## src/design/avl_bus_pkg.sv

```systemverilog
`default_nettype none

package avl_bus_pkg;

  // interconnect size.
  localparam int master_num = 4;  // masters sharing the one slave.
  localparam int sel_w      = 2;  // width of a master index.

  // command fields.
  localparam int addr_w  = 16;  // word address.
  localparam int data_w  = 32;  // write and read data.

  // bursts.
  localparam int burst_max = 8;  // longest burst in beats.
  localparam int burst_w   = 4;  // beat count field, holds burst_max.

endpackage

`default_nettype wire

```

## src/design/avl_bus_priority_encoder.sv

```systemverilog
`timescale 1ns/1ps
`default_nettype none

module avl_bus_priority_encoder (
  input  logic [avl_bus_pkg::master_num-1:0] req_vec,  // one bit per candidate.
  output logic [avl_bus_pkg::sel_w-1:0]      idx,      // lowest set bit.
  output logic                               any       // some bit is set.
);

  // walk from the top down so the lowest set bit is the last to win.
  always_comb begin
    idx = '0;   // zero when nothing is set.
    any = 1'b0;
    for (int k = avl_bus_pkg::master_num - 1; k >= 0; k--) begin
      if (req_vec[k]) begin
        idx = avl_bus_pkg::sel_w'(k);
        any = 1'b1;
      end
    end
  end

endmodule

`default_nettype wire

```

## src/design/avl_bus_n21_arb.sv

```systemverilog
`timescale 1ns/1ps
`default_nettype none

module avl_bus_n21_arb (
  input  logic                               clk,
  input  logic                               rest,
  input  logic [avl_bus_pkg::master_num-1:0] request,        // full buffers.
  input  logic                               s_read,
  input  logic                               s_write,
  input  logic                               s_begin_burst,
  input  logic [avl_bus_pkg::burst_w-1:0]    s_burst_count,
  input  logic                               s_ready,
  output logic [avl_bus_pkg::sel_w-1:0]      sel             // granted port.
);

  logic [avl_bus_pkg::sel_w-1:0]        last_sel;   // port of the last accepted beat.
  logic [avl_bus_pkg::sel_w-1:0]        start;      // port with top priority now.
  logic [avl_bus_pkg::sel_w-1:0]        sel_buff;   // sel of the previous cycle.
  logic [avl_bus_pkg::sel_w-1:0]        now_sel;    // fresh round-robin choice.
  logic [avl_bus_pkg::sel_w-1:0]        enc_idx;
  logic                                 enc_any;
  logic [2*avl_bus_pkg::master_num-1:0] req_dbl;
  logic [avl_bus_pkg::master_num-1:0]   req_rot;
  logic [avl_bus_pkg::burst_w-1:0]      burst_cnt;  // beats left in a locked burst.
  logic                                 stall_hold; // slave held the last command.
  logic                                 cmd_valid;
  logic                                 beat_ok;

  assign cmd_valid = s_read || s_write;
  assign beat_ok   = cmd_valid && s_ready;  // slave takes a beat.

  // rotate so that the port after last_sel sits at bit 0.
  assign start   = last_sel + 1'b1;  // index width wraps modulo master_num.
  assign req_dbl = {request, request};
  assign req_rot = avl_bus_pkg::master_num'(req_dbl >> start);

  avl_bus_priority_encoder u_enc (
    .req_vec (req_rot),
    .idx     (enc_idx),
    .any     (enc_any)
  );

  // undo the rotation, same wrap.
  assign now_sel = !enc_any ? last_sel :  // idle, park on the last owner.
                   enc_idx + start;

  // frozen during a burst and while the slave stalls a command.
  assign sel = (burst_cnt != '0 || stall_hold) ? sel_buff : now_sel;

  always_ff @(posedge clk or negedge rest) begin
    if (!rest) begin
      last_sel   <= avl_bus_pkg::sel_w'(avl_bus_pkg::master_num - 1);  // port 0 first.
      sel_buff   <= '0;
      burst_cnt  <= '0;
      stall_hold <= 1'b0;
    end else begin
      sel_buff   <= sel;                   // holds itself while locked.
      stall_hold <= cmd_valid && !s_ready;
      if (beat_ok) begin
        last_sel <= sel;
        if (burst_cnt != '0)
          burst_cnt <= burst_cnt - 1'b1;   // one more beat done.
        else if (s_begin_burst && s_burst_count > 1)
          burst_cnt <= s_burst_count - 1'b1;  // first beat already taken.
      end
    end
  end

  // burst owner cannot change until the last beat.
  sel_locked_a : assert property (@(posedge clk) disable iff (!rest)
    burst_cnt != '0 |-> sel == last_sel);

  cnt_range_a : assert property (@(posedge clk) disable iff (!rest)
    burst_cnt != '0 |-> burst_cnt <= avl_bus_pkg::burst_max);

endmodule

`default_nettype wire

```

## src/design/avl_bus_master_port.sv

```systemverilog
`timescale 1ns/1ps
`default_nettype none

module avl_bus_master_port (
  input  logic                            clk,
  input  logic                            rest,
  // master side.
  input  logic                            m_read,
  input  logic                            m_write,
  input  logic [avl_bus_pkg::addr_w-1:0]  m_address,
  input  logic [avl_bus_pkg::data_w-1:0]  m_writedata,
  input  logic                            m_begin_burst,
  input  logic [avl_bus_pkg::burst_w-1:0] m_burst_count,
  output logic                            m_waitrequest,
  output logic [avl_bus_pkg::data_w-1:0]  m_readdata,
  output logic                            m_readdatavalid,
  // interconnect side.
  output logic                            request,
  output logic                            p_read,
  output logic                            p_write,
  output logic [avl_bus_pkg::addr_w-1:0]  p_address,
  output logic [avl_bus_pkg::data_w-1:0]  p_writedata,
  output logic                            p_begin_burst,
  output logic [avl_bus_pkg::burst_w-1:0] p_burst_count,
  input  logic                            granted_ready,
  input  logic [avl_bus_pkg::data_w-1:0]  granted_readdata
);

  logic full;    // buffer holds a command.
  logic rd_q;
  logic wr_q;
  logic bb_q;
  logic take;

  assign take          = (m_read || m_write) && !full;  // command accepted here.
  assign m_waitrequest = full;                           // one entry only.
  assign request       = full;

  // qualifiers are masked so an empty buffer shows no command.
  assign p_read        = full && rd_q;
  assign p_write       = full && wr_q;
  assign p_begin_burst = full && bb_q;

  // control.
  always_ff @(posedge clk or negedge rest) begin
    if (!rest) begin
      full            <= 1'b0;
      m_readdatavalid <= 1'b0;
    end else begin
      m_readdatavalid <= granted_ready && rd_q;  // one-cycle pulse.
      if (granted_ready)
        full <= 1'b0;
      else if (take)
        full <= 1'b1;
    end
  end

  // payload.
  always_ff @(posedge clk) begin
    if (take) begin
      rd_q          <= m_read;
      wr_q          <= m_write;
      bb_q          <= m_begin_burst;
      p_address     <= m_address;
      p_writedata   <= m_writedata;
      p_burst_count <= m_burst_count;
    end
    if (granted_ready && rd_q)
      m_readdata <= granted_readdata;  // shared bus, only the owner latches.
  end

  one_kind_a : assert property (@(posedge clk) disable iff (!rest)
    take |-> !(m_read && m_write));

  // the mux may only answer a port that has something to answer.
  ready_when_full_a : assert property (@(posedge clk) disable iff (!rest)
    granted_ready |-> full);

endmodule

`default_nettype wire

```

## src/design/avl_bus_cmd_mux.sv

```systemverilog
`timescale 1ns/1ps
`default_nettype none

module avl_bus_cmd_mux (
  input  logic [avl_bus_pkg::sel_w-1:0]      sel,
  // buffered commands of all ports.
  input  logic [avl_bus_pkg::master_num-1:0] p_read,
  input  logic [avl_bus_pkg::master_num-1:0] p_write,
  input  logic [avl_bus_pkg::addr_w-1:0]     p_address     [avl_bus_pkg::master_num],
  input  logic [avl_bus_pkg::data_w-1:0]     p_writedata   [avl_bus_pkg::master_num],
  input  logic [avl_bus_pkg::master_num-1:0] p_begin_burst,
  input  logic [avl_bus_pkg::burst_w-1:0]    p_burst_count [avl_bus_pkg::master_num],
  // slave answer.
  input  logic                               s_ready,
  input  logic [avl_bus_pkg::data_w-1:0]     s_readdata,
  // slave command.
  output logic                               s_read,
  output logic                               s_write,
  output logic [avl_bus_pkg::addr_w-1:0]     s_address,
  output logic [avl_bus_pkg::data_w-1:0]     s_writedata,
  output logic                               s_begin_burst,
  output logic [avl_bus_pkg::burst_w-1:0]    s_burst_count,
  // back to the ports.
  output logic [avl_bus_pkg::master_num-1:0] granted_ready,
  output logic [avl_bus_pkg::data_w-1:0]     granted_readdata
);

  logic beat_ok;

  // forward path.
  assign s_read        = p_read[sel];
  assign s_write       = p_write[sel];
  assign s_address     = p_address[sel];
  assign s_writedata   = p_writedata[sel];
  assign s_begin_burst = p_begin_burst[sel];
  assign s_burst_count = p_burst_count[sel];

  assign beat_ok = s_ready && (s_read || s_write);  // slave takes the beat.

  // ready goes to the owner only, and only when a beat really moves.
  always_comb begin
    granted_ready = '0;
    for (int k = 0; k < avl_bus_pkg::master_num; k++) begin
      if (sel == avl_bus_pkg::sel_w'(k))
        granted_ready[k] = beat_ok;
    end
  end

  assign granted_readdata = s_readdata;  // broadcast to all ports.

endmodule

`default_nettype wire

```

## src/design/avl_bus_n21.sv

```systemverilog
`timescale 1ns/1ps
`default_nettype none

module avl_bus_n21 (
  input  logic                               clk,
  input  logic                               rest,
  // master pins, one slot per master.
  input  logic [avl_bus_pkg::master_num-1:0] m_read,
  input  logic [avl_bus_pkg::master_num-1:0] m_write,
  input  logic [avl_bus_pkg::addr_w-1:0]     m_address     [avl_bus_pkg::master_num],
  input  logic [avl_bus_pkg::data_w-1:0]     m_writedata   [avl_bus_pkg::master_num],
  input  logic [avl_bus_pkg::master_num-1:0] m_begin_burst,
  input  logic [avl_bus_pkg::burst_w-1:0]    m_burst_count [avl_bus_pkg::master_num],
  output logic [avl_bus_pkg::master_num-1:0] m_waitrequest,
  output logic [avl_bus_pkg::data_w-1:0]     m_readdata    [avl_bus_pkg::master_num],
  output logic [avl_bus_pkg::master_num-1:0] m_readdatavalid,
  // slave pins.
  output logic                               s_read,
  output logic                               s_write,
  output logic [avl_bus_pkg::addr_w-1:0]     s_address,
  output logic [avl_bus_pkg::data_w-1:0]     s_writedata,
  output logic                               s_begin_burst,
  output logic [avl_bus_pkg::burst_w-1:0]    s_burst_count,
  input  logic                               s_ready,
  input  logic [avl_bus_pkg::data_w-1:0]     s_readdata
);

  logic [avl_bus_pkg::master_num-1:0] request;
  logic [avl_bus_pkg::master_num-1:0] p_read;
  logic [avl_bus_pkg::master_num-1:0] p_write;
  logic [avl_bus_pkg::addr_w-1:0]     p_address     [avl_bus_pkg::master_num];
  logic [avl_bus_pkg::data_w-1:0]     p_writedata   [avl_bus_pkg::master_num];
  logic [avl_bus_pkg::master_num-1:0] p_begin_burst;
  logic [avl_bus_pkg::burst_w-1:0]    p_burst_count [avl_bus_pkg::master_num];
  logic [avl_bus_pkg::master_num-1:0] granted_ready;
  logic [avl_bus_pkg::data_w-1:0]     granted_readdata;
  logic [avl_bus_pkg::sel_w-1:0]      sel;

  // one command buffer per master.
  for (genvar i = 0; i < avl_bus_pkg::master_num; i++) begin : g_port
    avl_bus_master_port u_port (
      .clk              (clk),
      .rest             (rest),
      .m_read           (m_read[i]),
      .m_write          (m_write[i]),
      .m_address        (m_address[i]),
      .m_writedata      (m_writedata[i]),
      .m_begin_burst    (m_begin_burst[i]),
      .m_burst_count    (m_burst_count[i]),
      .m_waitrequest    (m_waitrequest[i]),
      .m_readdata       (m_readdata[i]),
      .m_readdatavalid  (m_readdatavalid[i]),
      .request          (request[i]),
      .p_read           (p_read[i]),
      .p_write          (p_write[i]),
      .p_address        (p_address[i]),
      .p_writedata      (p_writedata[i]),
      .p_begin_burst    (p_begin_burst[i]),
      .p_burst_count    (p_burst_count[i]),
      .granted_ready    (granted_ready[i]),
      .granted_readdata (granted_readdata)
    );
  end

  avl_bus_n21_arb u_arb (
    .clk           (clk),
    .rest          (rest),
    .request       (request),
    .s_read        (s_read),
    .s_write       (s_write),
    .s_begin_burst (s_begin_burst),
    .s_burst_count (s_burst_count),
    .s_ready       (s_ready),
    .sel           (sel)
  );

  avl_bus_cmd_mux u_mux (
    .sel              (sel),
    .p_read           (p_read),
    .p_write          (p_write),
    .p_address        (p_address),
    .p_writedata      (p_writedata),
    .p_begin_burst    (p_begin_burst),
    .p_burst_count    (p_burst_count),
    .s_ready          (s_ready),
    .s_readdata       (s_readdata),
    .s_read           (s_read),
    .s_write          (s_write),
    .s_address        (s_address),
    .s_writedata      (s_writedata),
    .s_begin_burst    (s_begin_burst),
    .s_burst_count    (s_burst_count),
    .granted_ready    (granted_ready),
    .granted_readdata (granted_readdata)
  );

endmodule

`default_nettype wire

```

## config.mk

```make
export PLATFORM = sky130hd
export DESIGN_NAME = avl_bus_n21
export DESIGN_NICKNAME = d
export VERILOG_FILES = /design/src/design/avl_bus_pkg.sv /design/src/design/avl_bus_priority_encoder.sv /design/src/design/avl_bus_n21_arb.sv /design/src/design/avl_bus_master_port.sv /design/src/design/avl_bus_cmd_mux.sv /design/src/design/avl_bus_n21.sv
export SDC_FILE = /design/constraint.sdc
export NUM_CORES = 1
export LEC_CHECK = 0
export ABC_AREA = 1
export BUFFER_PORTS_ARGS = -buffer_cell sky130_fd_sc_hd__buf_2
export CAP_MARGIN = 15
export CORE_AREA = 2 2 171 173
export CTS_BUF_LIST = sky130_fd_sc_hd__clkbuf_4 sky130_fd_sc_hd__clkbuf_8
export CTS_CLUSTER_DIAMETER = 150
export CTS_CLUSTER_SIZE = 14
export DETAILED_ROUTE_END_ITERATION = 12
export DIE_AREA = 0 0 173 175
export GPL_ROUTABILITY_DRIVEN = 0
export PLACE_DENSITY = 0.74
export SLEW_MARGIN = 20
export SYNTH_ARGS = -nofsm -noshare
export SYNTH_HDL_FRONTEND = slang
export SYNTH_SLANG_ARGS = --single-unit
```

## constraint.sdc

```tcl
create_clock -name clk -period 5.5 [get_ports clk]
set_clock_uncertainty 0.05 [all_clocks]
set_input_delay 1.65 -clock clk [delete_from_list [all_inputs] [get_ports clk]]
set_output_delay 1.65 -clock clk [all_outputs]
set_load 0.005 [all_outputs]
```

* Yosys cells after proc, flatten, opt, wreduce, memory -nomap -nowiden
Cells that the tools add are included.
** Word-level totals
- Output and inout bits :: 191
- Word-level logic and storage cells :: 133
- Flip-flop bits (word level) :: 365
- Input bits :: 255
** Operators by class
- Bitwise gates (word level) :: 1
- $lt $le $gt $ge :: 3
- Shifts and indexed selects :: 1
- Add/subtract/negate cells :: 4
- Mux-type cells :: 39
- Eq/ne operators :: 3
- Reductions and logical operators :: 42
** Operators with widths (count)
- binary-select mux 32 bit (select 2 bit) :: 1
- 2-to-1 mux 32 bit :: 2
- binary-select mux 16 bit (select 2 bit) :: 1
- 2-to-1 mux 16 bit :: 2
- logical AND 1 bit :: 23
- 2-to-1 mux 1 bit :: 19
- 2-to-1 mux 4 bit :: 4
- 2-to-1 mux 2 bit :: 6
- nonzero test 2 bit :: 5
- binary-select mux 4 bit (select 2 bit) :: 1
- right shift 8 x 2 -> 4 bit :: 1
- subtractor 4 x 1 -> 4 bit (second input constant) :: 2
- binary-select mux 1 bit (select 2 bit) :: 3
- logical OR 1 bit :: 6
- logical NOT 1 bit :: 5
- equality test 2 bit (second input constant) :: 2
- greater-than comparator 4 x 1 -> 1 bit (second input constant) :: 1
- nonzero test 4 bit :: 1
- greater-or-equal comparator 3 bit (second input constant) :: 1
- less-than comparator 2 x 3 -> 1 bit (second input constant) :: 1
- inverter 2 -> 3 bit :: 1
- adder 2 x 1 -> 2 bit (second input constant) :: 1
- adder 2 bit :: 1
- equality test 2 x 1 -> 1 bit (second input constant) :: 1
- 2 further kinds :: 2

* Logic depth before layout (Yosys ltp)
- Depth after elaboration :: 17
- Mapped depth :: 29
- Depth with buffers taken out :: 27

* Modules after synthesis
From an unflattened synthesis, not the netlist that was laid out.
** Unflattened totals
- Cells, all modules :: 837
- Area, all modules :: 13329.0 sq um
** Modules (own cells, without submodules)
- avl_bus_master_port :: instances 4, area each 2720.1 sq um, sequential area each 2662.6 sq um, cells each 102
- avl_bus_cmd_mux :: instances 1, area each 1662.8 sq um, sequential area each 0.0 sq um, cells each 312
- avl_bus_n21_arb :: instances 1, area each 749.5 sq um, sequential area each 227.7 sq um, cells each 109
- avl_bus_priority_encoder :: instances 1, area each 36.3 sq um, sequential area each 0.0 sq um, cells each 8

* Worst setup path before layout
No wires, ideal clock.
- Path type :: input port to flip-flop
- From :: input port m_write[0] in the netlist's numbering
- To :: register g_port[0].u_port.bb_q (enable)
- Arrival :: 4011 ps
- Slack :: 969 ps
- Setup time :: 469 ps
- Buffers on the path :: 0
- Data required time :: 4981 ps
- Stages :: 2
- Cells stage by stage :: nor2_1 nor2_1
** On the way
- Longest elaborated chain between the ends :: 2
** Ends and longest elaborated chain
- from (decl) :: RTL line avl_bus_n21.sv:9 : input logic [avl_bus_pkg::master_num-1:0] m_write,
- logical OR 1 bit :: RTL line avl_bus_master_port.sv:35 : assign take = (m_read || m_write) && !full;
- logical AND 1 bit :: RTL line avl_bus_master_port.sv:35
- named net g_port[0].u_port.take :: RTL line avl_bus_master_port.sv:33 : logic take;
- to (signal assigned) :: RTL line avl_bus_master_port.sv:63 : bb_q <= m_begin_burst;
- to (decl) :: RTL line avl_bus_master_port.sv:32 : logic bb_q;
The timed path passes the listed nets, and every way through them passes these cells.
A chain may end at the register's enable or synchronous reset.

* Worst setup path in the final report
- From :: register u_arb.last_sel[0] in the netlist's numbering
- To :: output port s_writedata[10] in the netlist's numbering
** On the way
- Longest elaborated chain between the ends :: 13
- Elaborated cells on any way between the ends :: 17
- Classes of those cells :: add/sub: 2; shift: 1; mux: 13; bitwise: 1
** Ends and longest elaborated chain
- from (decl) :: RTL line avl_bus_n21_arb.sv:16 : logic [avl_bus_pkg::sel_w-1:0] last_sel;
- from (signal assigned) :: RTL line avl_bus_n21_arb.sv:52 : last_sel <= avl_bus_pkg::sel_w'(avl_bus_pkg::master_num - 1);
- from (signal assigned) :: RTL line avl_bus_n21_arb.sv:60 : last_sel <= sel;
- adder 2 x 1 -> 2 bit :: RTL line avl_bus_n21_arb.sv:33 : assign start = last_sel + 1'b1;
- right shift 8 x 2 -> 4 bit :: RTL line avl_bus_n21_arb.sv:35 : assign req_rot = avl_bus_pkg::master_num'(req_dbl >> start);
- 2-to-1 mux 2 bit (4 in series) :: RTL line avl_bus_priority_encoder.sv:15 : if (req_vec[k]) begin
- adder 2 bit :: RTL line avl_bus_n21_arb.sv:45 : enc_idx + start;
- 2-to-1 mux 2 bit (*) :: RTL line avl_bus_n21_arb.sv:44 : assign now_sel = !enc_any ? last_sel :
- 2-to-1 mux 2 bit (*) :: RTL line avl_bus_n21_arb.sv:48 : assign sel = (burst_cnt != '0 || stall_hold) ? sel_buff : now_sel;
- inverter 2 -> 3 bit (implied by the code) (*) :: RTL line avl_bus_cmd_mux.sv:34 : assign s_writedata = p_writedata[sel];
- binary-select mux 32 bit (select 2 bit) (*) :: RTL line avl_bus_cmd_mux.sv:34
- 2-to-1 mux 32 bit (implied by the code) (*) (2 in series) :: RTL line avl_bus_cmd_mux.sv:34
- to (decl) :: RTL line avl_bus_n21.sv:21 : output logic [avl_bus_pkg::data_w-1:0] s_writedata,
Every way passes the cells marked *; elsewhere a longest branch is shown, timed or not. The select of a mux whose other input is x is not followed.

==> impl_results.md <==
- Startpoint Class: flip-flop
- PD cells: 548 nW/um^2
- Max Fclk: approximately 190 MHz
- Die area: a little over 30000 um^2
- Reg2reg setup slack: approximately 1.4 ns
- Global-route wire length before repair: between 40 and 50 mm
- Mapped Area: ~13000 um^2
- Max-cap violations: 0
- Final Hold Vio Count: 0
- DRC: 0
- Grt total ovfl: 0
- DPL Wire Length: between 20 and 25 mm
- Worst VDD drop: ~0.00032 V
- Sequential fraction of the synthesis area: between 80% and 90%
- Die width: between 150 and 200 um
- Met2 Use GR: between 30% and 40%
- Area of the multi-input gates: 1970 um^2
- Io pins: 446
- Post-layout minimum cycle time: between 5 and 6 ns
- Skew-Pair Late Insertion Delay: between 0.6 and 0.7 ns
- Htree depth: 1
- Worst-Margin Slew: between 1 and 1.5 ns
- Final worst setup slack: 0.175 ns
- Routing usage on met1: between 20 and 30%
- Fin. max-slew vios: 0
- Vias: roughly 8.3k
- Post-route ant nets: 0
- Critical path arrival: 3.63 ns
- Hold_buf cts: 0
- Layout area overhead: 27.5%
- Placed cells: 1604
- YS warnings: 0
- Slew HR: 29.4%
- Seq cells post-synth: approximately 370
- Most crowded layer after global routing: met2
- CTS max path bufs: 3
- Synth Instances: between 700 and 800
- Buffer and inverter count on the worst path: 7
- Starting Density: 45.8%
- Ratio of final minimum period to clock period: between 90% and 100%
- Status: finished, final reports clean
- Largest net degree at the start of global routing: 52
- Distinct cells, synth: 30
- Row count: 62
- Leakage: about 6.6 nW
- Synthesized area per cell: around 16 um^2
- CTS Buf Count: 30
- GR Util All Layers: a little over a fifth
- I/O Buffers: roughly 450
- Dpl cell area: roughly 16000 um^2
- GR Layer Usage met3: 4.81%
- Syn nets: around 1.0k
- CTS root buffer: clkbuf_8
- Core box area: 28400 um^2
- Vias in the first global route: 8230
- Sequential Area: 10900 um^2
- Detailed Routing Iterations Pass 1: 5
- Initial DRC count: approximately 530
- CP Max Fanout: 12
- Final Non-Filler Cells: ~1.7k
- Post-Route WL: about 34 mm
- Design Power: 9.08 mW
- CTS Sinks: roughly 370
- Hold Slack: around 0.46 ns
- Slowest CP cell: dfstp_2
- Net total in the final layout: approximately 1.5k
- DR vias/cell: ~5.0
- Most frequent CP cell: nand2_2
- Finished Cell Area: around 17000 um^2
- CP Capture Type: output port
- CTS tree: built
- DR WL/cell: 20.3 um
- Crit Path Class: reg -> out
- Worst stage delay on the critical path: slightly above 0.6 ns
- Chip Height: 175 um
- Top delay family on crit path: buffers and inverters
- Fillers: approximately 2.2k
- Initial antenna violation count: 13
- HP Class: reg -> reg
- WP data required: 3.80 ns
- Worst-path clk slew: ~0.090 ns
- Finish-stage setup viols: 0
- Cells along the critical path: buf_4 > nand2_1 > nand2_2 > nand2_1 > nand2_2 > a31oi_1 > nor2_1 > ha_2 > xor2_2 > o21ai_0 > nand3_1 > nand2_2 > nand2_4 > buf_6 > nand2_2 > clkinvlp_4 > buf_12 > buf_6 > buf_12 > nand2_1 > nand3_1 > buf_2
- Share of layout cells above drive strength 1: 44.0%
- Post-place setup slack: 0.614 ns
## worst reg2reg max path: stages (launching register included)
cell and delay, ns:
dfstp_2 0.61, inv_4 0.08, nand2_2 0.06, nand2_2 0.10
nand2_1 0.09, nand2_2 0.07, a31oi_1 0.14, nor2_1 0.07
ha_2 0.19, xor2_2 0.15, o21ai_0 0.07, nand3_1 0.10
nand2_2 0.10, nand2_4 0.09, buf_6 0.15, nand2_2 0.07
clkinvlp_4 0.13, buf_12 0.17, nand2_1 0.08, nand3_2 0.13
a21boi_4 0.28, nand2_1 0.19, nor2_4 0.11, buf_4 0.41
## flip-flops by register name, indices dropped and copies added, names as in the netlist, 16 cells and up
register	flops
g_port.u_port.p_writedata	128
g_port.u_port.m_readdata	128
g_port.u_port.p_burst_count	16
g_port.u_port.p_address	64
## layout make-up
cell class                      count  area share (%)
Inverter                           27           0.649
Multi-Input combinational cell    366            11.9
Antenna cell                        7           0.106
Clock buffer                       43            3.12
Clock inverter                      1          0.0981
Tap cell                          384            2.90
Sequential cell                   365            65.6
Timing Repair Buffer              474            15.6
## layer usage
layer	share of wire [%]	wire length, um
met1	37	12400
met3	8.0	2700
met4	3.4	1170
met5	0.15	51
met2	52	17500
## worst paths after layout
check,startpoint,to,depth (start not counted)
max in group asynchronous,rest,u_arb.last_sel[0]$_DFFE_PN1P_,1
worst min-delay path,u_arb.burst_cnt[1]$_DFFE_PN0P_,u_arb.burst_cnt[1]$_DFFE_PN0P_,2
worst max-delay path,u_arb.last_sel[0]$_DFFE_PN1P_,s_writedata[10],22
min in group asynchronous,rest,g_port[2].u_port.m_waitrequest$_DFFE_PN0P_,1
worst min register to register,u_arb.burst_cnt[1]$_DFFE_PN0P_,u_arb.burst_cnt[1]$_DFFE_PN0P_,2
worst max register to register,u_arb.last_sel[0]$_DFFE_PN1P_,g_port[0].u_port.m_readdata[9]$_DFFE_PP_,23
## power breakdown
group / leakage, nW / internal [mW] / switching, mW
clock: 0.285 / 0.597 / 0.816
combinational: 2.96 / 1.51 / 2.36
sequential: 3.37 / 3.63 / 0.167
## placed cells by master, fill, tap and decap left out, types with 2 or more instances in the layout
cell type,instances
nor2_1,7
o21ai_0,5
buf_6,4
clkbuf_16,3
clkbuf_4,12
o21ai_1,3
ha_1,4
dfrtp_1,15
a22oi_1,58
nand2_2,13
diode_2,7
nand3_1,62
nand2_1,179
nor2_4,13
a21oi_1,2
buf_2,445
inv_1,22
dfstp_2,2
a22oi_2,2
buf_12,6
nand3_2,3
xor2_1,2
buf_4,16
o31ai_1,4
inv_2,2
clkbuf_8,31
edfxtp_1,348
or2_2,3
## synth_stat cells
| master | instances | area [um^2] |
|---|---|---|
| edfxtp_1 | 348 | 10500 |
| nand2_1 | 186 | 698 |
| nand3_1 | 63 | 315 |
| a22oi_1 | 60 | 450 |
| inv_1 | 24 | 90.1 |
| dfrtp_1 | 15 | 375 |
| nor2_1 | 15 | 56.3 |
| clkbuf_1 | 12 | 45.0 |
| buf_2 | 8 | 40.0 |
| buf_4 | 8 | 60.1 |
| nand2_2 | 7 | 43.8 |
| ha_1 | 5 | 62.6 |
| o21ai_0 | 5 | 25.0 |
| o31ai_1 | 4 | 30.0 |
| nor2_2 | 3 | 18.8 |
| o21ai_1 | 3 | 15.0 |
| or2_2 | 3 | 18.8 |
| xor2_1 | 3 | 26.3 |
| a21oi_1 | 2 | 10.0 |
| buf_6 | 2 | 22.5 |
| dfstp_2 | 2 | 52.6 |
| nand3_2 | 2 | 20.0 |
| nor2_4 | 2 | 22.5 |
| a21boi_4 | 1 | 18.8 |
| a31oi_1 | 1 | 6.26 |
| buf_1 | 1 | 3.75 |
| clkinv_1 | 1 | 3.75 |
| inv_2 | 1 | 3.75 |
| inv_4 | 1 | 6.26 |
| xnor2_1 | 1 | 8.76 |
## cells by family (layout without fill, tap and decap cells)
family | after synthesis | in the layout | share of synthesized area [%]
xor+xnor | 4 | 4 | 0.270
simple gates | 281 | 281 | 9.18
flops | 365 | 365 | 83.7
buf+inv | 58 | 545 | 2.12
compound gates | 76 | 76 | 4.27
other cells | 0 | 7 | 0
fa+ha+maj | 5 | 5 | 0.481
## stage by stage
step | utilization [%] | TNS [ns]
3_5_place_dp | 55.6 | 0
4_1_cts | 57.5 | 0
6_report | 58.4 | 0
3_3_place_gp | 55.6 | 0
2_1_floorplan | - | 0
5_1_grt | 58.3 | -0.0700
## what timing repair did
item | CTS | global route
pin swaps | 0 | 6
setup endpoints to repair | 30 | 51
buffers inserted | 0 | 7
resized for setup | 1 | 21
gates cloned | 0 | 5
Note: power is estimated with default switching activity, not from simulation.
